## src/cache_cfg_pkg.sv

```systemverilog
package cache_cfg_pkg;

    // geometry of the direct-mapped cache
    localparam int WORD_W      = 32;
    localparam int BLOCK_WORDS = 2;
    localparam int N_SETS      = 16;
    localparam int OFS_W       = $clog2(BLOCK_WORDS);
    localparam int SET_W       = $clog2(N_SETS);
    localparam int TAG_W       = WORD_W - SET_W - OFS_W - 2;

    typedef logic [WORD_W-1:0] word_t;

    // byte address split, msb first
    typedef struct packed {
        logic [TAG_W-1:0] tag;
        logic [SET_W-1:0] idx;
        logic [OFS_W-1:0] ofs;      // word within block
        logic [1:0]       byte_ofs;
    } cache_addr_t;

    typedef struct packed {
        logic             valid;
        logic             dirty;
        logic [TAG_W-1:0] tag;
    } line_tag_t;

    typedef word_t [BLOCK_WORDS-1:0] line_data_t;

    // decode result handed to execute and result stages
    typedef struct packed {
        logic        hit;
        logic        victim_dirty;  // valid and dirty
        logic        victim_valid;
        cache_addr_t addr;
    } lookup_t;

endpackage
```

## src/bus_pkg.sv

```systemverilog
package bus_pkg;

    import cache_cfg_pkg::*;

    // processor side, held until busy falls
    typedef struct packed {
        logic                  ren;
        logic                  wen;
        word_t                 addr;
        word_t                 wdata;
        logic [WORD_W/8-1:0]   byte_en;
    } proc_req_t;

    typedef struct packed {
        logic  busy;
        word_t rdata;   // valid while busy is low
    } proc_rsp_t;

    // memory side, whole words only
    typedef struct packed {
        logic  ren;
        logic  wen;
        word_t addr;
        word_t wdata;
    } mem_req_t;

    typedef struct packed {
        logic  busy;
        word_t rdata;
    } mem_rsp_t;

endpackage

```

## src/l1_cache.sv

```systemverilog
`timescale 1ns/1ps

module l1_cache import cache_cfg_pkg::*, bus_pkg::*; (
    input  logic      CLK,
    input  logic      nRST,
    input  logic      flush,
    output logic      flush_done,
    input  proc_req_t proc_req,
    output proc_rsp_t proc_rsp,
    output mem_req_t  mem_req,
    input  mem_rsp_t  mem_rsp
);

    lookup_t          lookup;
    line_tag_t        tag_rd;
    line_tag_t        tag_wr;
    line_data_t       data_rd;
    line_data_t       data_wr;
    line_data_t       merged;
    logic             tag_wen;
    logic             data_wen;
    logic             in_lookup;
    logic [SET_W-1:0] set_idx;

    // tag and data arrays share the set index
    cache_array #(.DEPTH(N_SETS), .entry_t(line_tag_t)) u_tags (
        .CLK   (CLK),
        .nRST  (nRST),
        .wen   (tag_wen),
        .idx   (set_idx),
        .wdata (tag_wr),
        .rdata (tag_rd)
    );

    cache_array #(.DEPTH(N_SETS), .entry_t(line_data_t)) u_data (
        .CLK   (CLK),
        .nRST  (nRST),
        .wen   (data_wen),
        .idx   (set_idx),
        .wdata (data_wr),
        .rdata (data_rd)
    );

    addr_decode u_decode (
        .req    (proc_req),
        .tag_rd (tag_rd),
        .lookup (lookup)
    );

    cache_ctrl u_ctrl (
        .CLK        (CLK),
        .nRST       (nRST),
        .flush      (flush),
        .flush_done (flush_done),
        .req        (proc_req),
        .lookup     (lookup),
        .tag_rd     (tag_rd),
        .data_rd    (data_rd),
        .merged     (merged),
        .mem_req    (mem_req),
        .mem_rsp    (mem_rsp),
        .tag_wen    (tag_wen),
        .data_wen   (data_wen),
        .set_idx    (set_idx),
        .tag_wr     (tag_wr),
        .data_wr    (data_wr),
        .in_lookup  (in_lookup)
    );

    proc_response u_resp (
        .req       (proc_req),
        .lookup    (lookup),
        .in_lookup (in_lookup),
        .data_rd   (data_rd),
        .rsp       (proc_rsp),
        .merged    (merged)
    );

endmodule

```

## src/proc_response.sv

```systemverilog
`timescale 1ns/1ps

module proc_response import cache_cfg_pkg::*, bus_pkg::*; (
    input  proc_req_t  req,
    input  lookup_t    lookup,
    input  logic       in_lookup,
    input  line_data_t data_rd,
    output proc_rsp_t  rsp,
    output line_data_t merged
);

    word_t cur_word;
    word_t new_word;

    // addressed word of the current line
    assign cur_word = data_rd[lookup.addr.ofs];

    // byte lane merge, untouched lanes keep the cached value
    always_comb begin
        new_word = cur_word;
        for (int b = 0; b < WORD_W / 8; b++) begin
            if (req.byte_en[b]) begin
                new_word[8*b +: 8] = req.wdata[8*b +: 8];
            end
        end
    end

    always_comb begin
        merged                   = data_rd;
        merged[lookup.addr.ofs]  = new_word;
    end

    // request completes only on a hit seen in lookup
    assign rsp.busy  = !(in_lookup && lookup.hit && (req.ren || req.wen));
    assign rsp.rdata = cur_word;

endmodule

```

## src/cache_ctrl.sv

```systemverilog
`timescale 1ns/1ps

module cache_ctrl import cache_cfg_pkg::*, bus_pkg::*; (
    input  logic             CLK,
    input  logic             nRST,
    input  logic             flush,
    output logic             flush_done,
    input  proc_req_t        req,
    input  lookup_t          lookup,
    input  line_tag_t        tag_rd,
    input  line_data_t       data_rd,
    input  line_data_t       merged,
    output mem_req_t         mem_req,
    input  mem_rsp_t         mem_rsp,
    output logic             tag_wen,
    output logic             data_wen,
    output logic [SET_W-1:0] set_idx,
    output line_tag_t        tag_wr,
    output line_data_t       data_wr,
    output logic             in_lookup
);

    typedef enum logic [2:0] {SWEEP, LOOKUP, WRITE_BACK, FETCH, FLUSH} state_t;

    localparam logic [OFS_W-1:0] LAST_WORD = OFS_W'(BLOCK_WORDS - 1);
    localparam logic [SET_W-1:0] LAST_SET  = SET_W'(N_SETS - 1);

    state_t           state, next_state;
    logic [OFS_W-1:0] word_cnt, next_word_cnt;     // fill and write-back word index
    logic [SET_W-1:0] set_cnt, next_set_cnt;       // sweep and flush set index
    logic             flush_pend, next_flush_pend;
    logic             next_flush_done;
    logic             req_active;
    logic             word_done;
    logic             flush_dirty;

    // word address inside a block
    function automatic word_t block_addr(logic [TAG_W-1:0] tag, logic [SET_W-1:0] idx,
                                         logic [OFS_W-1:0] ofs);
        cache_addr_t a;
        a.tag      = tag;
        a.idx      = idx;
        a.ofs      = ofs;
        a.byte_ofs = 2'b00;
        return word_t'(a);
    endfunction

    assign req_active  = req.ren || req.wen;
    assign word_done   = !mem_rsp.busy && (word_cnt == LAST_WORD);
    assign flush_dirty = tag_rd.valid && tag_rd.dirty;

    // a pending flush holds off the processor
    assign in_lookup = (state == LOOKUP) && !flush && !flush_pend;

    always_ff @(posedge CLK, negedge nRST) begin
        if (!nRST) begin
            state      <= SWEEP;
            word_cnt   <= '0;
            set_cnt    <= '0;
            flush_pend <= 1'b0;
            flush_done <= 1'b0;
        end else begin
            state      <= next_state;
            word_cnt   <= next_word_cnt;
            set_cnt    <= next_set_cnt;
            flush_pend <= next_flush_pend;
            flush_done <= next_flush_done;   // one cycle after the last set
        end
    end

    always_comb begin
        next_state      = state;
        next_word_cnt   = word_cnt;
        next_set_cnt    = set_cnt;
        next_flush_pend = (flush_pend || flush) && (state != FLUSH);
        next_flush_done = 1'b0;
        tag_wen         = 1'b0;
        data_wen        = 1'b0;
        tag_wr          = '0;       // invalid, clean
        data_wr         = data_rd;
        set_idx         = lookup.addr.idx;
        mem_req         = '0;

        case (state)
            SWEEP: begin
                set_idx      = set_cnt;
                tag_wen      = 1'b1;
                next_set_cnt = set_cnt + 1'b1;
                if (set_cnt == LAST_SET) begin
                    next_state = LOOKUP;
                end
            end
            LOOKUP: begin
                if (flush || flush_pend) begin
                    next_state    = FLUSH;
                    next_set_cnt  = '0;
                    next_word_cnt = '0;
                end else if (req_active && lookup.hit) begin
                    if (req.wen) begin   // write hit, line becomes dirty
                        data_wen     = 1'b1;
                        data_wr      = merged;
                        tag_wen      = 1'b1;
                        tag_wr.valid = 1'b1;
                        tag_wr.dirty = 1'b1;
                        tag_wr.tag   = lookup.addr.tag;
                    end
                end else if (req_active) begin
                    next_word_cnt = '0;
                    if (lookup.victim_valid && lookup.victim_dirty) begin
                        next_state = WRITE_BACK;
                    end else begin
                        next_state = FETCH;
                    end
                end
            end
            WRITE_BACK: begin
                mem_req.wen   = 1'b1;
                mem_req.addr  = block_addr(tag_rd.tag, lookup.addr.idx, word_cnt);
                mem_req.wdata = data_rd[word_cnt];
                if (!mem_rsp.busy) begin
                    next_word_cnt = word_cnt + 1'b1;
                end
                if (word_done) begin
                    tag_wen    = 1'b1;   // victim gone, line invalid until filled
                    next_state = FETCH;
                end
            end
            FETCH: begin
                mem_req.ren  = 1'b1;
                mem_req.addr = block_addr(lookup.addr.tag, lookup.addr.idx, word_cnt);
                if (!mem_rsp.busy) begin
                    data_wen          = 1'b1;
                    data_wr[word_cnt] = mem_rsp.rdata;
                    next_word_cnt     = word_cnt + 1'b1;
                end
                if (word_done) begin
                    tag_wen      = 1'b1;
                    tag_wr.valid = 1'b1;
                    tag_wr.tag   = lookup.addr.tag;
                    next_state   = LOOKUP;  // request served there as a hit
                end
            end
            FLUSH: begin
                set_idx = set_cnt;
                if (flush_dirty) begin
                    mem_req.wen   = 1'b1;
                    mem_req.addr  = block_addr(tag_rd.tag, set_cnt, word_cnt);
                    mem_req.wdata = data_rd[word_cnt];
                    if (!mem_rsp.busy) begin
                        next_word_cnt = word_cnt + 1'b1;
                    end
                end
                // clean lines cost a single cycle
                if (!flush_dirty || word_done) begin
                    tag_wen      = 1'b1;
                    next_set_cnt = set_cnt + 1'b1;
                    if (set_cnt == LAST_SET) begin
                        next_state      = LOOKUP;
                        next_flush_done = 1'b1;
                    end
                end
            end
            default: next_state = SWEEP;
        endcase
    end

endmodule

```

## src/addr_decode.sv

```systemverilog
`timescale 1ns/1ps

module addr_decode import cache_cfg_pkg::*, bus_pkg::*; (
    input  proc_req_t req,
    input  line_tag_t tag_rd,
    output lookup_t   lookup
);

    cache_addr_t addr;

    assign addr = cache_addr_t'(req.addr);

    // tag_rd is the line at addr.idx during lookup, fetch and write-back
    assign lookup.addr = addr;

    // hit only on a valid line with a matching tag
    assign lookup.hit = tag_rd.valid && (tag_rd.tag == addr.tag);

    // state of the line that a miss would replace
    assign lookup.victim_valid = tag_rd.valid;
    assign lookup.victim_dirty = tag_rd.valid && tag_rd.dirty;

endmodule

```

## src/cache_array.sv

```systemverilog
`timescale 1ns/1ps

// one entry per set, read is combinational
module cache_array #(
    parameter int  DEPTH   = 16,
    parameter type entry_t = logic
) (
    input  logic                     CLK,
    input  logic                     nRST,
    input  logic                     wen,
    input  logic [$clog2(DEPTH)-1:0] idx,
    input  entry_t                   wdata,
    output entry_t                   rdata
);

    entry_t mem [DEPTH];

    assign rdata = mem[idx];

    // clocked write into the indexed set
    always_ff @(posedge CLK) begin
        if (nRST && wen) begin  // no writes while held in reset
            mem[idx] <= wdata;
        end
    end

endmodule

```

## config.mk

```make
export PLATFORM = sky130hd
export DESIGN_NAME = l1_cache
export DESIGN_NICKNAME = d
export VERILOG_FILES = /design/src/cache_cfg_pkg.sv /design/src/bus_pkg.sv /design/src/l1_cache.sv /design/src/proc_response.sv /design/src/cache_ctrl.sv /design/src/addr_decode.sv /design/src/cache_array.sv
export SDC_FILE = /design/constraint.sdc
export NUM_CORES = 2
export LEC_CHECK = 0
export BUFFER_PORTS_ARGS = -buffer_cell sky130_fd_sc_hd__clkbuf_2
export CAP_MARGIN = 0
export CORE_ASPECT_RATIO = 0.6
export CORE_MARGIN = 8
export CORE_UTILIZATION = 35
export CTS_BUF_LIST = sky130_fd_sc_hd__clkbuf_8 sky130_fd_sc_hd__clkbuf_16
export DETAILED_ROUTE_END_ITERATION = 12
export GPL_TIMING_DRIVEN = 0
export SLEW_MARGIN = 20
export SYNTH_ARGS = -nofsm -noshare
export SYNTH_HDL_FRONTEND = slang
export SYNTH_SLANG_ARGS = --single-unit
export TNS_END_PERCENT = 100
```

## constraint.sdc

```tcl
create_clock -name CLK -period 22.3 [get_ports CLK]
set_input_delay 2.23 -clock CLK [delete_from_list [all_inputs] [get_ports CLK]]
set_output_delay 2.23 -clock CLK [all_outputs]
set_load 0.01 [all_outputs]
```

Yosys cells after proc, flatten, opt, wreduce, memory -nomap -nowiden
Memory sizes are Yosys's and may differ from the RTL's.
Cells that the tools add are included.
W data, S select, Z words.

cells by class
  $lt $le $gt $ge = 4
  reductions and logical operators = 30
  equal/unequal tests = 14
  mux-type cells = 65
  add/subtract/negate cells = 2

operator list
  operator              number
  $mux W64              4
  $mux W32              6
  $bwmux W64            2
  $pmux W64 S2          1
  $pmux W32 S3          1
  $mux W27              3
  $mux W65              1
  $demux W32 S1         2
  $pmux W32 S2          1
  $pmux W25 S2          1
  $mux W8               4
  $eq A25 B25 Y1        1
  $mux W25              1
  $mux W1               21
  $mux W3               7
  $pmux W3 S5           1
  $logic_and A1 B1 Y1   14
  $mux W4               3
  $pmux W4 S3           1
  $ne A2 B1 Y1 const B  4
  $eq A3 B2 Y1 const B  2
  $ne A3 B3 Y1 const B  2
  $pmux W1 S2           3
  $reduce_bool A3 Y1    2
  18 further kinds      27

word-level totals
  word-level logic and storage cells = 122
  input port bits = 106
  memories kept = 2
  bits in writable memories = 1456
  output and inout bits = 100
  bits in registers = 10

memories
  memory      depth  width  read ports  clocked after Yosys merged registers in  write ports  line               RTL
  u_data.mem  16     64     1           0                                        1            cache_array.sv:16  entry_t mem [DEPTH];
  u_tags.mem  16     27     1           0                                        1            cache_array.sv:16

Logic depth before layout (Yosys ltp)
An unclocked memory read counts as a cell.

  depth in word-level cells = 13
  depth in mapped cells = 17
  depth with buffers taken out = 11

Hierarchy
Synthesis repeated with hierarchy kept, for this count alone.

unflattened totals
  cells, all modules = 2864
  area, all modules = 59263.1 um^2

by module, submodules not included
  module                 instances  area an instance (um^2)  cells each  sequential area each (um^2)
  cache_array at u_data  1          38349.3                  1587        30749.5
  cache_array at u_tags  1          16256.8                  687         12972.4
  cache_ctrl             1          2925.3                   409         250.2
  proc_response          1          1198.6                   113         0.0
  addr_decode            1          533.0                    68          0.0

Least setup slack after synthesis
No wires, ideal clock.

  path kind = input port to flip-flop
  start point = input proc_req[39] (netlist name)
  end point = memory u_data.mem[10][0] (netlist name), enable pin
  arrival = 9.413 ns
  library setup time = 0.565 ns
  required time = 21.735 ns
  setup slack = 12.322 ns
  stages on the path = 15
  path buffers = 4
  path through = o211ai_1 -> o21a_1 -> clkbuf_1 -> clkbuf_1 -> o22ai_1 -> o21ai_0 -> nand4_1 -> xor2_1 -> o21ai_1 -> or4_1 -> or3_1 -> buf_2 -> o22a_1 -> buf_2 -> nor3_1

on the way
  cells in the longest elaborated chain, start to end = 11

RTL lines
  what                           line               RTL
  start: declaration             l1_cache.sv:8      input proc_req_t proc_req,
  $mux W4 *                      cache_ctrl.sv:84   case (state)
  $mem_v2 Z16 W27                --
  $eq A25 B25 Y1                 addr_decode.sv:17  assign lookup.hit = tag_rd.valid && (tag_rd.tag == addr.tag);
  $logic_and A1 B1 Y1            addr_decode.sv:17
  $logic_and A1 B1 Y1            cache_ctrl.sv:98   end else if (req_active && lookup.hit) begin
  $mux W1                        cache_ctrl.sv:98
  $mux W1                        cache_ctrl.sv:94   if (flush || flush_pend) begin
  $pmux W1 S2                    cache_ctrl.sv:84
  $logic_and A1 B1 Y1            cache_array.sv:22  if (nRST && wen) begin
  $mux W1                        cache_array.sv:22
  $mux W1 (not written as such)  cache_array.sv:23  mem[idx] <= wdata;
  end: declaration               cache_array.sv:16

Mark *: on every way between the ends. The rest lies on a longest branch, timed or not.

==> flow_summary.ini <==
[outcome]
status = complete, no violations

[clock_tree]
cts.sinks = 1466
cts_buffer_depth = 3
holdBufCountCts = 0
cts_setup_buffers = 0
clk_pin_slew_worst_paths_ns = 0.06
cts_resized = 0
cts_tree = yes
clk_latency_ns = 0.79
cts-buffers-inserted = 138
cts_root_buf = clkbuf_16
h-tree-depth = 4

[placed_design]
port_buffers = 200
place_inst = 6120
globalplace.congestion = 0.869
place_hpwl_um = 141000

[critical_path]
cp-start-kind = primary input
r2r_cells = 23
r2r_start = u_ctrl.state[1]
critPathKind = in -> out
startpoint = proc_req[39]
ff2ff_setup_slack_ns = 14.22
reg2reg_to = u_data.mem[12][12]
crit_path_end_kind = output pin
worst-path-max-fanout = 10
cp.required_ns = 20.07
cp_data_arrival_time_ns = 8.38

[floorplanning]
core_sq_mm = 0.161
num_io_pins = 206
dieArea_sq_mm = 0.176
fp.dieW_um = 536
initial_core_util_pct = 35.3
die-height_um = 328
rows = 114

[routing]
ant_nets = 0
drt_wl_total_um = 196000
drt_iter0_drc = 6497
drt_pass1_iterations = 6
route.detailed.drc = 0
viasPerCell = 6.02
via_count = 38400
routed_wire_length_per_instance_um = 30.7

[min_path]
hold_start = u_ctrl.flush_pend
holdPathEnd = u_ctrl.flush_pend
min_path_cells = 2
worstHoldPathType = reg -> reg

[yosys]
ys_warn_count = 0
synth_area_leaders = edfxtp_1 (77%), a22oi_1 (6.9%), a21oi_1 (2.4%), o22ai_1 (2.3%), clkbuf_1 (1.3%)
synth_ff_type = edfxtp_1
synth_seq_cells = 1466
synth_edf_count = 1456
netlist_instances = 3532
seq_area_frac_synth_pct = 77.4
yosysTopAreaCellShare_pct = 77.0
ys_types = 54
yosys.area.top_type = edfxtp_1
syn-cell-area_sq_mm = 0.0568
async_reset_ff_share_pct = 0.682
syn_avg_cell_area_sq_um = 16.1

[timing]
drv_slew = 0
clock_skew_ns = 0.0542
fin_crit_sh_pct = 47.6
relSlewSlack_pct = 12.4
finalCriticalPeriod_ns = 10.61
finalSetupViolCount = 0
worst_slew_pin_slew_ns = 1.30
hold_violations = 0
fmax_ghz = 0.0942
rsz0062_at_grt = no
finalSetupTns_ns = 0

[pwr]
pwr_density_cell_mw_per_mm2 = 149
peakVddDrop_mv = 0.0923
power.leakage_nw = 21.7

[grt]
grt_usage_pct = 21.5
antenna_found_initial = 11
grt_overflow = 0
grt_pass1_vias = 36100
grt_pass1_wl_um = 272000
grt_max_degree = 26

[final_layout]
nets = 4221
final_cells = 6374
drive_above_1_share_pct = 19.3
post-route-util_pct = 42.1
syn2layout_area_growth_pct = 19.4

[flow_run]
maxCapViolations = 0
[placed cells by master (no fill, tap or decap), types with 46 or more instances in the layout]
cell type	netlist	layout
clkbuf_1	199	181
a21oi_1	267	267
o22ai_1	211	211
nand2_1	128	128
buf_6	7	62
clkbuf_2	0	219
o221ai_2	29	58
o21ai_0	137	136
buf_4	4	168
edfxtp_1	1456	1456
clkbuf_16	0	141
a22oi_1	521	521
nor4_1	68	46
and2_1	57	57
[metal layers]
layer  GRT usage [%]  routed length (um)  vias to the layer above
li1                -                   -                    15800
met4            6.54                6050                        2
met2            29.7               80300                     2672
met5               0                  11                        -
met1            31.6               82200                    19600
met3            7.42               27500                      345
[final cells by class]
| type | instances | area [sq um] |
|---|---|---|
| Clock inverter | 108 | 1040 |
| Clock buffer | 141 | 3530 |
| Timing Repair Buffer | 441 | 3200 |
| Antenna cell | 5 | 12.5 |
| Fill cell | 14300 | 93200 |
| Multi-Input combinational cell | 1790 | 12200 |
| Buffer | 266 | 1120 |
| Inverter | 11 | 41.3 |
| Tap cell | 2146 | 2690 |
| Sequential cell | 1466 | 44000 |
[kinds of logic (layout without fill, tap and decap cells)]
kind of cell    count (synthesis)  in the layout  share of synthesized area, %
flops                        1466           1466                          77.4
compound gates               1334           1334                          15.9
simple gates                  397            397                          3.73
buf+inv                       277            967                          2.00
mux                            35             35                         0.621
xor+xnor                       21             21                         0.324
fa+ha+maj                       1              1                        0.0220
other cells                     1              7                       0.00660
[worst max-delay path: stages]
cell and delay [ns]:
clkbuf_2 0.14, o211ai_1 0.16, o21a_1 0.17, clkbuf_1 0.55, buf_2 0.40, buf_1 0.61
o22ai_1 0.18, o21ai_0 0.28, nand4_1 0.29, nor4_1 0.78, a21oi_1 0.38, clkbuf_1 0.56
clkbuf_2 0.57, a211oi_1 0.79, clkbuf_2 0.27
[state kept, by name, summed over array words and instances, names as in the netlist]
name and count:
u_ctrl.flush_done 1, u_ctrl.flush_pend 1, u_ctrl.set_cnt 4, u_ctrl.state 3, u_ctrl.word_cnt 1, u_data.mem 1024
u_tags.mem 432
[cells in the mapped netlist (19+ instances only)]
library cell / n
and2_1: 57
clkbuf_1: 199
buf_1: 33
a21oi_1: 267
o21ai_0: 137
o221ai_1: 33
a21o_1: 32
nor4_1: 68
o221ai_2: 29
nand2_1: 128
a22oi_1: 521
nand4_1: 31
o211ai_1: 31
buf_2: 23
edfxtp_1: 1456
nand2b_1: 36
mux2i_1: 33
nor3_1: 24
a211oi_1: 34
o22ai_1: 211
xor2_1: 19
[where the power goes]
part / total, W / internal [W] / switching [W]
Combinational: 0.00389 / 0.000926 / 0.00296
Sequential: 0.00380 / 0.00378 / 0.0000195
Clock: 0.00239 / 0.00133 / 0.00107
[worst max-delay path by stage]
stage	end	slack, ns	depth (start not counted)
5_1_grt	mem_req[29]	11.52	15
3_3_place_gp	u_data.mem[3][43]	3.98	12
4_1_cts	mem_req[20]	11.75	15
3_5_place_dp	mem_req[20]	11.77	15
2_1_floorplan	u_data.mem[10][0]	12.32	15
6_report	mem_req[29]	11.69	15
[per-stage QoR]
step	setup slack [ns]	total power [W]	cell area [sq um]	hold WS, ns
2_1_floorplan	12.32	0.00582	56800	0.545
3_3_place_gp	3.98	0.00743	60500	0.598
3_5_place_dp	11.77	0.00760	63100	0.632
4_1_cts	11.75	0.00996	67700	0.647
5_1_grt	11.52	0.0104	67800	0.668
6_report	11.69	0.0101	67800	0.638
Power figures use the tool's default switching activity.
